===== src/uart_pkg.sv =====
// UART register map and shared widths.

`default_nettype none

package uart_pkg;

	// Register port and character widths.
	localparam int BUS_WIDTH = 32;
	localparam int BYTE_WIDTH = 8;
	localparam int ADDR_WIDTH = 2;

	// Register addresses. Address 3 is unused and reads zero.
	localparam logic [ADDR_WIDTH-1:0] ADDR_TXDATA = 2'd0;
	localparam logic [ADDR_WIDTH-1:0] ADDR_RXDATA = 2'd1;
	localparam logic [ADDR_WIDTH-1:0] ADDR_STATUS = 2'd2;

	// Status word bit positions.
	localparam int STAT_TX_FULL = 0;
	localparam int STAT_TX_IDLE = 1;
	localparam int STAT_RX_EMPTY = 2;
	localparam int STAT_RX_OVERRUN = 3;
	localparam int STAT_RX_FRAME = 4;

endpackage

`default_nettype wire


===== src/uart_fifo.sv =====
// Byte FIFO with full and empty flags.

`timescale 1ns/1ps
`default_nettype none

module uart_fifo #(
	parameter int FIFO_DEPTH = 16
) (
	input wire i_clock,
	input wire i_reset,
	input wire i_write,
	input wire [uart_pkg::BYTE_WIDTH-1:0] i_wdata,
	input wire i_read,
	output logic [uart_pkg::BYTE_WIDTH-1:0] o_rdata,
	output logic o_empty,
	output logic o_full
);
	localparam int PTR_WIDTH = $clog2(FIFO_DEPTH);

	logic [uart_pkg::BYTE_WIDTH-1:0] mem [FIFO_DEPTH];

	// Pointers carry one extra wrap bit.
	logic [PTR_WIDTH:0] wr_ptr;
	logic [PTR_WIDTH:0] rd_ptr;

	logic do_write;
	logic do_read;

	assign do_write = i_write && !o_full;
	assign do_read = i_read && !o_empty;

	// Same index with different wrap bits means full.
	assign o_empty = (wr_ptr == rd_ptr);
	assign o_full = (wr_ptr[PTR_WIDTH-1:0] == rd_ptr[PTR_WIDTH-1:0]) &&
		(wr_ptr[PTR_WIDTH] != rd_ptr[PTR_WIDTH]);

	// Head of the queue, shown without a read cycle.
	assign o_rdata = mem[rd_ptr[PTR_WIDTH-1:0]];

	always_ff @(posedge i_clock) begin
		if (do_write) begin
			mem[wr_ptr[PTR_WIDTH-1:0]] <= i_wdata;
		end
	end

	always_ff @(posedge i_clock) begin
		if (i_reset) begin
			wr_ptr <= '0;
			rd_ptr <= '0;
		end else begin
			if (do_write) begin
				wr_ptr <= wr_ptr + 1'b1;
			end
			if (do_read) begin
				rd_ptr <= rd_ptr + 1'b1;
			end
		end
	end

endmodule

`default_nettype wire


===== src/uart_regs.sv =====
// UART register decoder and status flags.

`timescale 1ns/1ps
`default_nettype none

module uart_regs (
	input wire i_clock,
	input wire i_reset,
	input wire i_request,
	input wire i_write,
	input wire [uart_pkg::ADDR_WIDTH-1:0] i_address,
	input wire [uart_pkg::BUS_WIDTH-1:0] i_wdata,
	output logic [uart_pkg::BUS_WIDTH-1:0] o_rdata,
	output logic o_ready,
	output logic o_tx_write,
	output logic [uart_pkg::BYTE_WIDTH-1:0] o_tx_byte,
	input wire i_tx_full,
	input wire i_tx_idle,
	output logic o_rx_read,
	input wire [uart_pkg::BYTE_WIDTH-1:0] i_rx_byte,
	input wire i_rx_empty,
	input wire i_overrun,
	input wire i_frame_error
);
	logic accept;
	logic tx_stall;
	logic status_read;
	logic sticky_overrun;
	logic sticky_frame;
	logic [uart_pkg::BUS_WIDTH-1:0] status_word;
	logic [uart_pkg::BUS_WIDTH-1:0] read_word;

	// A write to a full transmit FIFO waits.
	assign tx_stall = i_write && (i_address == uart_pkg::ADDR_TXDATA) && i_tx_full;

	// The ready pulse blocks a second accept of the held request.
	assign accept = i_request && !o_ready && !tx_stall;

	assign o_tx_write = accept && i_write && (i_address == uart_pkg::ADDR_TXDATA);
	assign o_tx_byte = i_wdata[uart_pkg::BYTE_WIDTH-1:0];
	assign o_rx_read = accept && !i_write && (i_address == uart_pkg::ADDR_RXDATA) &&
		!i_rx_empty;
	assign status_read = accept && !i_write && (i_address == uart_pkg::ADDR_STATUS);

	always_comb begin
		status_word = '0;
		status_word[uart_pkg::STAT_TX_FULL] = i_tx_full;
		status_word[uart_pkg::STAT_TX_IDLE] = i_tx_idle;
		status_word[uart_pkg::STAT_RX_EMPTY] = i_rx_empty;
		status_word[uart_pkg::STAT_RX_OVERRUN] = sticky_overrun;
		status_word[uart_pkg::STAT_RX_FRAME] = sticky_frame;
	end

	always_comb begin
		read_word = '0;
		if (i_address == uart_pkg::ADDR_RXDATA && !i_rx_empty) begin
			read_word[uart_pkg::BYTE_WIDTH-1:0] = i_rx_byte;
		end else if (i_address == uart_pkg::ADDR_STATUS) begin
			read_word = status_word;
		end
	end

	always_ff @(posedge i_clock) begin
		if (i_reset) begin
			o_ready <= 1'b0;
			sticky_overrun <= 1'b0;
			sticky_frame <= 1'b0;
		end else begin
			o_ready <= accept;
			// A new pulse wins over the clear of a status read.
			sticky_overrun <= (sticky_overrun && !status_read) || i_overrun;
			sticky_frame <= (sticky_frame && !status_read) || i_frame_error;
		end
	end

	// Writes return zero.
	always_ff @(posedge i_clock) begin
		if (accept) begin
			o_rdata <= i_write ? '0 : read_word;
		end
	end

endmodule

`default_nettype wire


===== src/uart_rx.sv =====
// Buffered 8N1 serial receiver.

`timescale 1ns/1ps
`default_nettype none

module uart_rx #(
	parameter int CLOCKS_PER_BIT = 16,
	parameter int FIFO_DEPTH = 16
) (
	input wire i_clock,
	input wire i_reset,
	input wire i_uart_rx,
	input wire i_read,
	output logic [uart_pkg::BYTE_WIDTH-1:0] o_byte,
	output logic o_empty,
	output logic o_overrun,
	output logic o_frame_error
);
	localparam int CNT_WIDTH = $clog2(CLOCKS_PER_BIT);
	localparam logic [CNT_WIDTH-1:0] LAST_COUNT = CNT_WIDTH'(CLOCKS_PER_BIT - 1);
	localparam logic [CNT_WIDTH-1:0] HALF_COUNT = CNT_WIDTH'(CLOCKS_PER_BIT / 2 - 1);

	typedef enum logic [1:0] {
		S_IDLE,
		S_START,
		S_DATA,
		S_STOP
	} state_t;

	state_t state;

	// Two-flop synchronizer and edge history.
	logic [1:0] rx_sync;
	logic rx_last;
	logic rx_line;

	logic [CNT_WIDTH-1:0] bit_count;
	logic [2:0] bit_index;
	logic [uart_pkg::BYTE_WIDTH-1:0] shift;

	logic fifo_write;
	logic fifo_full;

	assign rx_line = rx_sync[1];

	uart_fifo #(
		.FIFO_DEPTH(FIFO_DEPTH)
	) rx_fifo (
		.i_clock(i_clock),
		.i_reset(i_reset),
		.i_write(fifo_write),
		.i_wdata(shift),
		.i_read(i_read),
		.o_rdata(o_byte),
		.o_empty(o_empty),
		.o_full(fifo_full)
	);

	always_ff @(posedge i_clock) begin
		if (i_reset) begin
			rx_sync <= 2'b11;
			rx_last <= 1'b1;
		end else begin
			rx_sync <= {rx_sync[0], i_uart_rx};
			rx_last <= rx_line;
		end
	end

	always_ff @(posedge i_clock) begin
		if (i_reset) begin
			state <= S_IDLE;
			bit_count <= '0;
			bit_index <= '0;
			fifo_write <= 1'b0;
			o_overrun <= 1'b0;
			o_frame_error <= 1'b0;
		end else begin
			fifo_write <= 1'b0;
			o_overrun <= 1'b0;
			o_frame_error <= 1'b0;
			case (state)
				S_IDLE: begin
					bit_count <= '0;
					if (rx_last && !rx_line) begin
						state <= S_START;
					end
				end
				S_START: begin
					if (bit_count == HALF_COUNT) begin
						// A glitch, not a real start bit.
						bit_count <= '0;
						bit_index <= '0;
						state <= rx_line ? S_IDLE : S_DATA;
					end else begin
						bit_count <= bit_count + 1'b1;
					end
				end
				S_DATA: begin
					if (bit_count == LAST_COUNT) begin
						bit_count <= '0;
						bit_index <= bit_index + 1'b1;
						if (bit_index == 3'd7) begin
							state <= S_STOP;
						end
					end else begin
						bit_count <= bit_count + 1'b1;
					end
				end
				default: begin
					if (bit_count == LAST_COUNT) begin
						bit_count <= '0;
						state <= S_IDLE;
						if (!rx_line) begin
							o_frame_error <= 1'b1;
						end else if (fifo_full) begin
							o_overrun <= 1'b1;
						end else begin
							fifo_write <= 1'b1;
						end
					end else begin
						bit_count <= bit_count + 1'b1;
					end
				end
			endcase
		end
	end

	// Shift in LSB first at mid-bit.
	always_ff @(posedge i_clock) begin
		if (state == S_DATA && bit_count == LAST_COUNT) begin
			shift <= {rx_line, shift[uart_pkg::BYTE_WIDTH-1:1]};
		end
	end

endmodule

`default_nettype wire


===== src/uart_top.sv =====
// UART peripheral top level.

`timescale 1ns/1ps
`default_nettype none

module uart_top #(
	parameter int CLOCKS_PER_BIT = 16,
	parameter int FIFO_DEPTH = 16
) (
	input wire i_clock,
	input wire i_reset,
	input wire i_request,
	input wire i_write,
	input wire [uart_pkg::ADDR_WIDTH-1:0] i_address,
	input wire [uart_pkg::BUS_WIDTH-1:0] i_wdata,
	output logic [uart_pkg::BUS_WIDTH-1:0] o_rdata,
	output logic o_ready,
	output logic o_uart_tx,
	input wire i_uart_rx
);
	// Transmit side.
	logic tx_write;
	logic [uart_pkg::BYTE_WIDTH-1:0] tx_byte;
	logic tx_full;
	logic tx_idle;

	// Receive side.
	logic rx_read;
	logic [uart_pkg::BYTE_WIDTH-1:0] rx_byte;
	logic rx_empty;
	logic rx_overrun;
	logic rx_frame_error;

	uart_regs regs (
		.i_clock(i_clock),
		.i_reset(i_reset),
		.i_request(i_request),
		.i_write(i_write),
		.i_address(i_address),
		.i_wdata(i_wdata),
		.o_rdata(o_rdata),
		.o_ready(o_ready),
		.o_tx_write(tx_write),
		.o_tx_byte(tx_byte),
		.i_tx_full(tx_full),
		.i_tx_idle(tx_idle),
		.o_rx_read(rx_read),
		.i_rx_byte(rx_byte),
		.i_rx_empty(rx_empty),
		.i_overrun(rx_overrun),
		.i_frame_error(rx_frame_error)
	);

	uart_tx #(
		.CLOCKS_PER_BIT(CLOCKS_PER_BIT),
		.FIFO_DEPTH(FIFO_DEPTH)
	) tx (
		.i_clock(i_clock),
		.i_reset(i_reset),
		.i_write(tx_write),
		.i_byte(tx_byte),
		.o_full(tx_full),
		.o_idle(tx_idle),
		.o_uart_tx(o_uart_tx)
	);

	uart_rx #(
		.CLOCKS_PER_BIT(CLOCKS_PER_BIT),
		.FIFO_DEPTH(FIFO_DEPTH)
	) rx (
		.i_clock(i_clock),
		.i_reset(i_reset),
		.i_uart_rx(i_uart_rx),
		.i_read(rx_read),
		.o_byte(rx_byte),
		.o_empty(rx_empty),
		.o_overrun(rx_overrun),
		.o_frame_error(rx_frame_error)
	);

endmodule

`default_nettype wire


===== src/uart_tx.sv =====
// Buffered 8N1 serial transmitter.

`timescale 1ns/1ps
`default_nettype none

module uart_tx #(
	parameter int CLOCKS_PER_BIT = 16,
	parameter int FIFO_DEPTH = 16
) (
	input wire i_clock,
	input wire i_reset,
	input wire i_write,
	input wire [uart_pkg::BYTE_WIDTH-1:0] i_byte,
	output logic o_full,
	output logic o_idle,
	output logic o_uart_tx
);
	localparam int CNT_WIDTH = $clog2(CLOCKS_PER_BIT);
	localparam logic [CNT_WIDTH-1:0] LAST_COUNT = CNT_WIDTH'(CLOCKS_PER_BIT - 1);

	// Bits left after the start bit: eight data bits and the stop bit.
	localparam logic [3:0] LAST_BIT = 4'd9;

	logic fifo_empty;
	logic fifo_read;
	logic [uart_pkg::BYTE_WIDTH-1:0] fifo_rdata;

	logic busy;
	logic [CNT_WIDTH-1:0] bit_count;
	logic [3:0] bit_index;
	logic [uart_pkg::BYTE_WIDTH:0] shift;

	uart_fifo #(
		.FIFO_DEPTH(FIFO_DEPTH)
	) tx_fifo (
		.i_clock(i_clock),
		.i_reset(i_reset),
		.i_write(i_write),
		.i_wdata(i_byte),
		.i_read(fifo_read),
		.o_rdata(fifo_rdata),
		.o_empty(fifo_empty),
		.o_full(o_full)
	);

	// Pop as soon as the line is free.
	assign fifo_read = !busy && !fifo_empty;
	assign o_idle = !busy && fifo_empty;

	always_ff @(posedge i_clock) begin
		if (i_reset) begin
			busy <= 1'b0;
			bit_count <= '0;
			bit_index <= '0;
			o_uart_tx <= 1'b1;
		end else if (!busy) begin
			if (!fifo_empty) begin
				// Start bit goes out on the next cycle.
				busy <= 1'b1;
				bit_count <= '0;
				bit_index <= '0;
				o_uart_tx <= 1'b0;
			end
		end else if (bit_count == LAST_COUNT) begin
			bit_count <= '0;
			if (bit_index == LAST_BIT) begin
				// Stop bit done, the line stays high.
				busy <= 1'b0;
			end else begin
				o_uart_tx <= shift[0];
				bit_index <= bit_index + 1'b1;
			end
		end else begin
			bit_count <= bit_count + 1'b1;
		end
	end

	// Data LSB first, with the stop bit on top.
	always_ff @(posedge i_clock) begin
		if (fifo_read) begin
			shift <= {1'b1, fifo_rdata};
		end else if (busy && bit_count == LAST_COUNT) begin
			shift <= {1'b1, shift[uart_pkg::BYTE_WIDTH:1]};
		end
	end

endmodule

`default_nettype wire


===== config.mk =====
export PLATFORM = sky130hd
export DESIGN_NAME = uart_top
export DESIGN_NICKNAME = d
export VERILOG_FILES = /design/src/uart_pkg.sv /design/src/uart_fifo.sv /design/src/uart_regs.sv /design/src/uart_rx.sv /design/src/uart_top.sv /design/src/uart_tx.sv
export SDC_FILE = /design/constraint.sdc
export NUM_CORES = 1
export LEC_CHECK = 0
export BUFFER_PORTS_ARGS = -buffer_cell sky130_fd_sc_hd__buf_2
export CORE_ASPECT_RATIO = 1.5
export CORE_MARGIN = 4
export CORE_UTILIZATION = 55
export DETAILED_ROUTE_END_ITERATION = 6
export PLACE_DENSITY_LB_ADDON = 0.3
export SLEW_MARGIN = 20
export SYNTH_ARGS = -nofsm -noshare
export SYNTH_HDL_FRONTEND = slang
export SYNTH_SLANG_ARGS = --single-unit

===== constraint.sdc =====
create_clock -name i_clock -period 4.6 [get_ports i_clock]
set_clock_uncertainty 0.15 [all_clocks]
set_input_delay 0.23 -clock i_clock [delete_from_list [all_inputs] [get_ports i_clock]]
set_output_delay 0.23 -clock i_clock [all_outputs]
set_load 0.05 [all_outputs]

==> flow_metrics.tcl <==
set metrics [dict create \
    pwr-share-clk 0.395 \
    pin_count 73 \
    grt_max_degree 53 \
    final_common_cell "edfxtp_1" \
    crit_buf_inv 1 \
    synth-xor-area-share 0.0173 \
    p_sw_mw 1.47 \
    num_rows 70 \
    synthArstFlopShare 0 \
    wl_met3_mm 1.07 \
    drive_above_1_share 0.180 \
    drtAntennaViolNets 0 \
    start_util 0.558 \
    min_from "i_request" \
    critPathMaxStageDelay_ps 610 \
    period_needed_ps 2710 \
    holdBufCountCts 11 \
    clockRootBuffer "clkbuf_16" \
    clock_latency_ps 540 \
    dpl.cell_count 1144 \
    max-slew-margin-rel 0.329 \
    fmax_mhz 368 \
    synth-simple-area-share 0.0753 \
    post_cts_buffers 0 \
    cts-resized-gates 0 \
    routed_wl_mm 25.7 \
    worstHoldPathType "input port to flip-flop" \
    syn_area_um2 13600 \
    yosys.area.top_type_share 0.617 \
    worst_pin_slew_ps 1010 \
    wl_met1_mm 9.81 \
    most-common-layout-cells "edfxtp_1, mux4_2, dfxtp_1" \
    wl_per_cell_um 21.2 \
    synth_ff_type "edfxtp_1" \
    stdcell_count 1212 \
    io_buffers 24 \
    comb_power_share 0.077 \
    worstPathArrival_ps 2830 \
    drt_iter0_markers 411 \
    grt-ovfl-total 0 \
    crit_fanout 21 \
    ys_types 54 \
    diodes 0 \
    critPathTopFamily "multiplexers" \
    critical_path.cell_chain "buf_4 > mux4_2 > mux4_2 > nor2b_1" \
    syn_inst 827 \
    nets 923 \
    required_ps 4720 \
    hpwlAfterDp_mm 16.7 \
    power.leakage_nw 4.94 \
    seqCellArea_um2 9530 \
    hold_violations 0 \
    multi_input_area_um2 3780 \
    slowest_stage "dfxtp_2" \
    top_layer_used "met5" \
    rsz0062_at_grt "no" \
    clkTransAtPathRegs_ps 60 \
    drv_slew 0 \
    setup_viol_count_final 0 \
    core_um2 24400 \
    crit_path_end_kind "flip-flop" \
    p_int_mw 5.04 \
    yosys.area.top_type "edfxtp_1" \
    period_share 0.590 \
    synth-edff-count 280 \
    synth_compound_area_frac 0.0379 \
    syn_to_final_growth_pct 10.7 \
    status "finished, final reports clean" \
    grt_antenna_before_repair 1 \
    ctsHtreeMaxLevel 1 \
    track_usage 0.193 \
    synthMuxAreaShare 0.121 \
    yosysWarningCount 0 \
    cp-start-kind "flip-flop" \
    power_density_nw_per_um2 431 \
    ys_top_cells_by_area "edfxtp_1, mux4_2, dfxtp_1" \
    wl_met2_mm 14.1 \
    maxCapViolCount 0 \
    synthAdderAreaFrac 0.0184 \
    crit_top_cell "mux4_2" \
    ys_seq_area_frac 0.699 \
    drc 0 \
    fillers 1767 \
    die_w_um 137 \
    r2r-end "regs.o_rdata[6]" \
    final_util 0.618 \
    regToRegSetupSlack_ps 1890 \
    setup_tns_ps 0 \
    cts_buffers 31 \
    drtPass1Iterations 4 \
    synth_top_family_by_area "multiplexers" \
    cts.sinks 336 \
    gp_congestion 0.797 \
    die-area_um2 27400 \
    whs_endpoint "regs.sticky_overrun" \
    avgViaCountPerCell 5.70 \
    seqPwrFrac 0.528 \
    grt_pass1_vias 7134 \
    switching_share 0.226 \
    clk_path_buf_depth 3 \
    vias 6906 \
    crit_type "flip-flop to flip-flop" \
    peakVddDrop_mv 0.313 \
    r2r.worst_path.cells 4 \
    cts_tree "yes" \
    avgSynthCellArea_um2 16.5 \
    grt_pass1_wl_mm 40.5 \
    ys_ff_latch 336 \
    die_y_um 201 \
    worstHoldPathCells 5 \
]
-- power groups by stage --
stage          Sequential [mW]  Combinational, mW  Clock [mW]
4_1_cts                   3.44              0.506        2.60
5_1_grt                   3.45              0.556        2.76
3_5_place_dp              3.50              0.497           0
6_report                  3.44              0.500        2.57
2_1_floorplan             3.49              0.392           0
3_3_place_gp              3.50              0.488           0
-- routing by layer --
layer / vias to the layer above / global-route usage
met5: - / 0
met4: 2 / 0.0684
met3: 50 / 0.0283
met2: 143 / 0.347
met1: 3500 / 0.235
li1: 3211 / -
-- worst register-to-register path, stage by stage, from the launching register on --
cell and delay, ps:
dfxtp_2 610, buf_4 470, mux4_2 590, mux4_2 460, nor2b_1 160
-- how the worst max path moves through the flow --
stage	to	slack, ps	depth (start not counted)
3_5_place_dp	regs.o_rdata[6]	1820	4
5_1_grt	regs.o_rdata[6]	1710	4
3_3_place_gp	regs.o_rdata[6]	1800	4
2_1_floorplan	tx.tx_fifo.mem[0][0]	2410	7
4_1_cts	regs.o_rdata[6]	1800	4
6_report	regs.o_rdata[6]	1890	4
-- state kept, by name, summed over array words and instances (netlist names), 2 cells and up, named ones only --
signal,count
tx.bit_count,4
tx.bit_index,4
rx.bit_index,3
rx.rx_fifo.wr_ptr,5
rx.rx_fifo.rd_ptr,5
rx.rx_sync,2
rx.rx_fifo.mem,128
tx.tx_fifo.mem,128
tx.tx_fifo.rd_ptr,5
rx.bit_count,4
rx.shift,8
regs.o_rdata,8
rx.state,2
tx.shift,8
tx.tx_fifo.wr_ptr,5
-- per-stage QoR --
stage,hold slack (ps),area [um^2],power [mW],worst slack (ps)
after global routing,123,15100,6.76,1710
after global placement,250,13900,3.99,1800
final,80.6,15100,6.51,1890
after detailed placement,251,13900,4.00,1820
after CTS,74.6,15100,6.55,1800
after floorplan,179,13700,3.88,2410
-- Yosys cell counts, types with 12 or more instances --
| cell type | count |
|---|---|
| nand2_1 | 38 |
| mux4_2 | 62 |
| nor2b_1 | 20 |
| clkbuf_1 | 16 |
| inv_1 | 16 |
| nor3_1 | 12 |
| buf_2 | 15 |
| mux2i_1 | 19 |
| and3_1 | 26 |
| nand3_1 | 19 |
| nor2_1 | 51 |
| xnor2_1 | 18 |
| edfxtp_1 | 280 |
| buf_4 | 27 |
| ha_1 | 20 |
| dfxtp_1 | 56 |
| a21oi_1 | 31 |
-- area by class of cell --
type / instances / area share
Timing Repair Buffer: 42 / 0.0187
Tap cell: 324 / 0.0269
Multi-Input combinational cell: 437 / 0.250
Clock inverter: 13 / 0.0100
Clock buffer: 44 / 0.0586
Sequential cell: 336 / 0.631
Inverter: 16 / 0.00398
-- cells by family (layout without fill, tap and decap cells) --
| family | after synthesis | after routing |
|---|---|---|
| AOI/OAI and AO/OA | 79 | 79 |
| xor gates and xnor gates | 26 | 26 |
| adders and majority gates | 20 | 20 |
| buffers and inverters | 77 | 115 |
| DFF | 336 | 336 |
| muxes | 87 | 87 |
| other | 1 | 24 |
| and+or+nand+nor | 201 | 201 |
(Power assumes the default switching activity.)
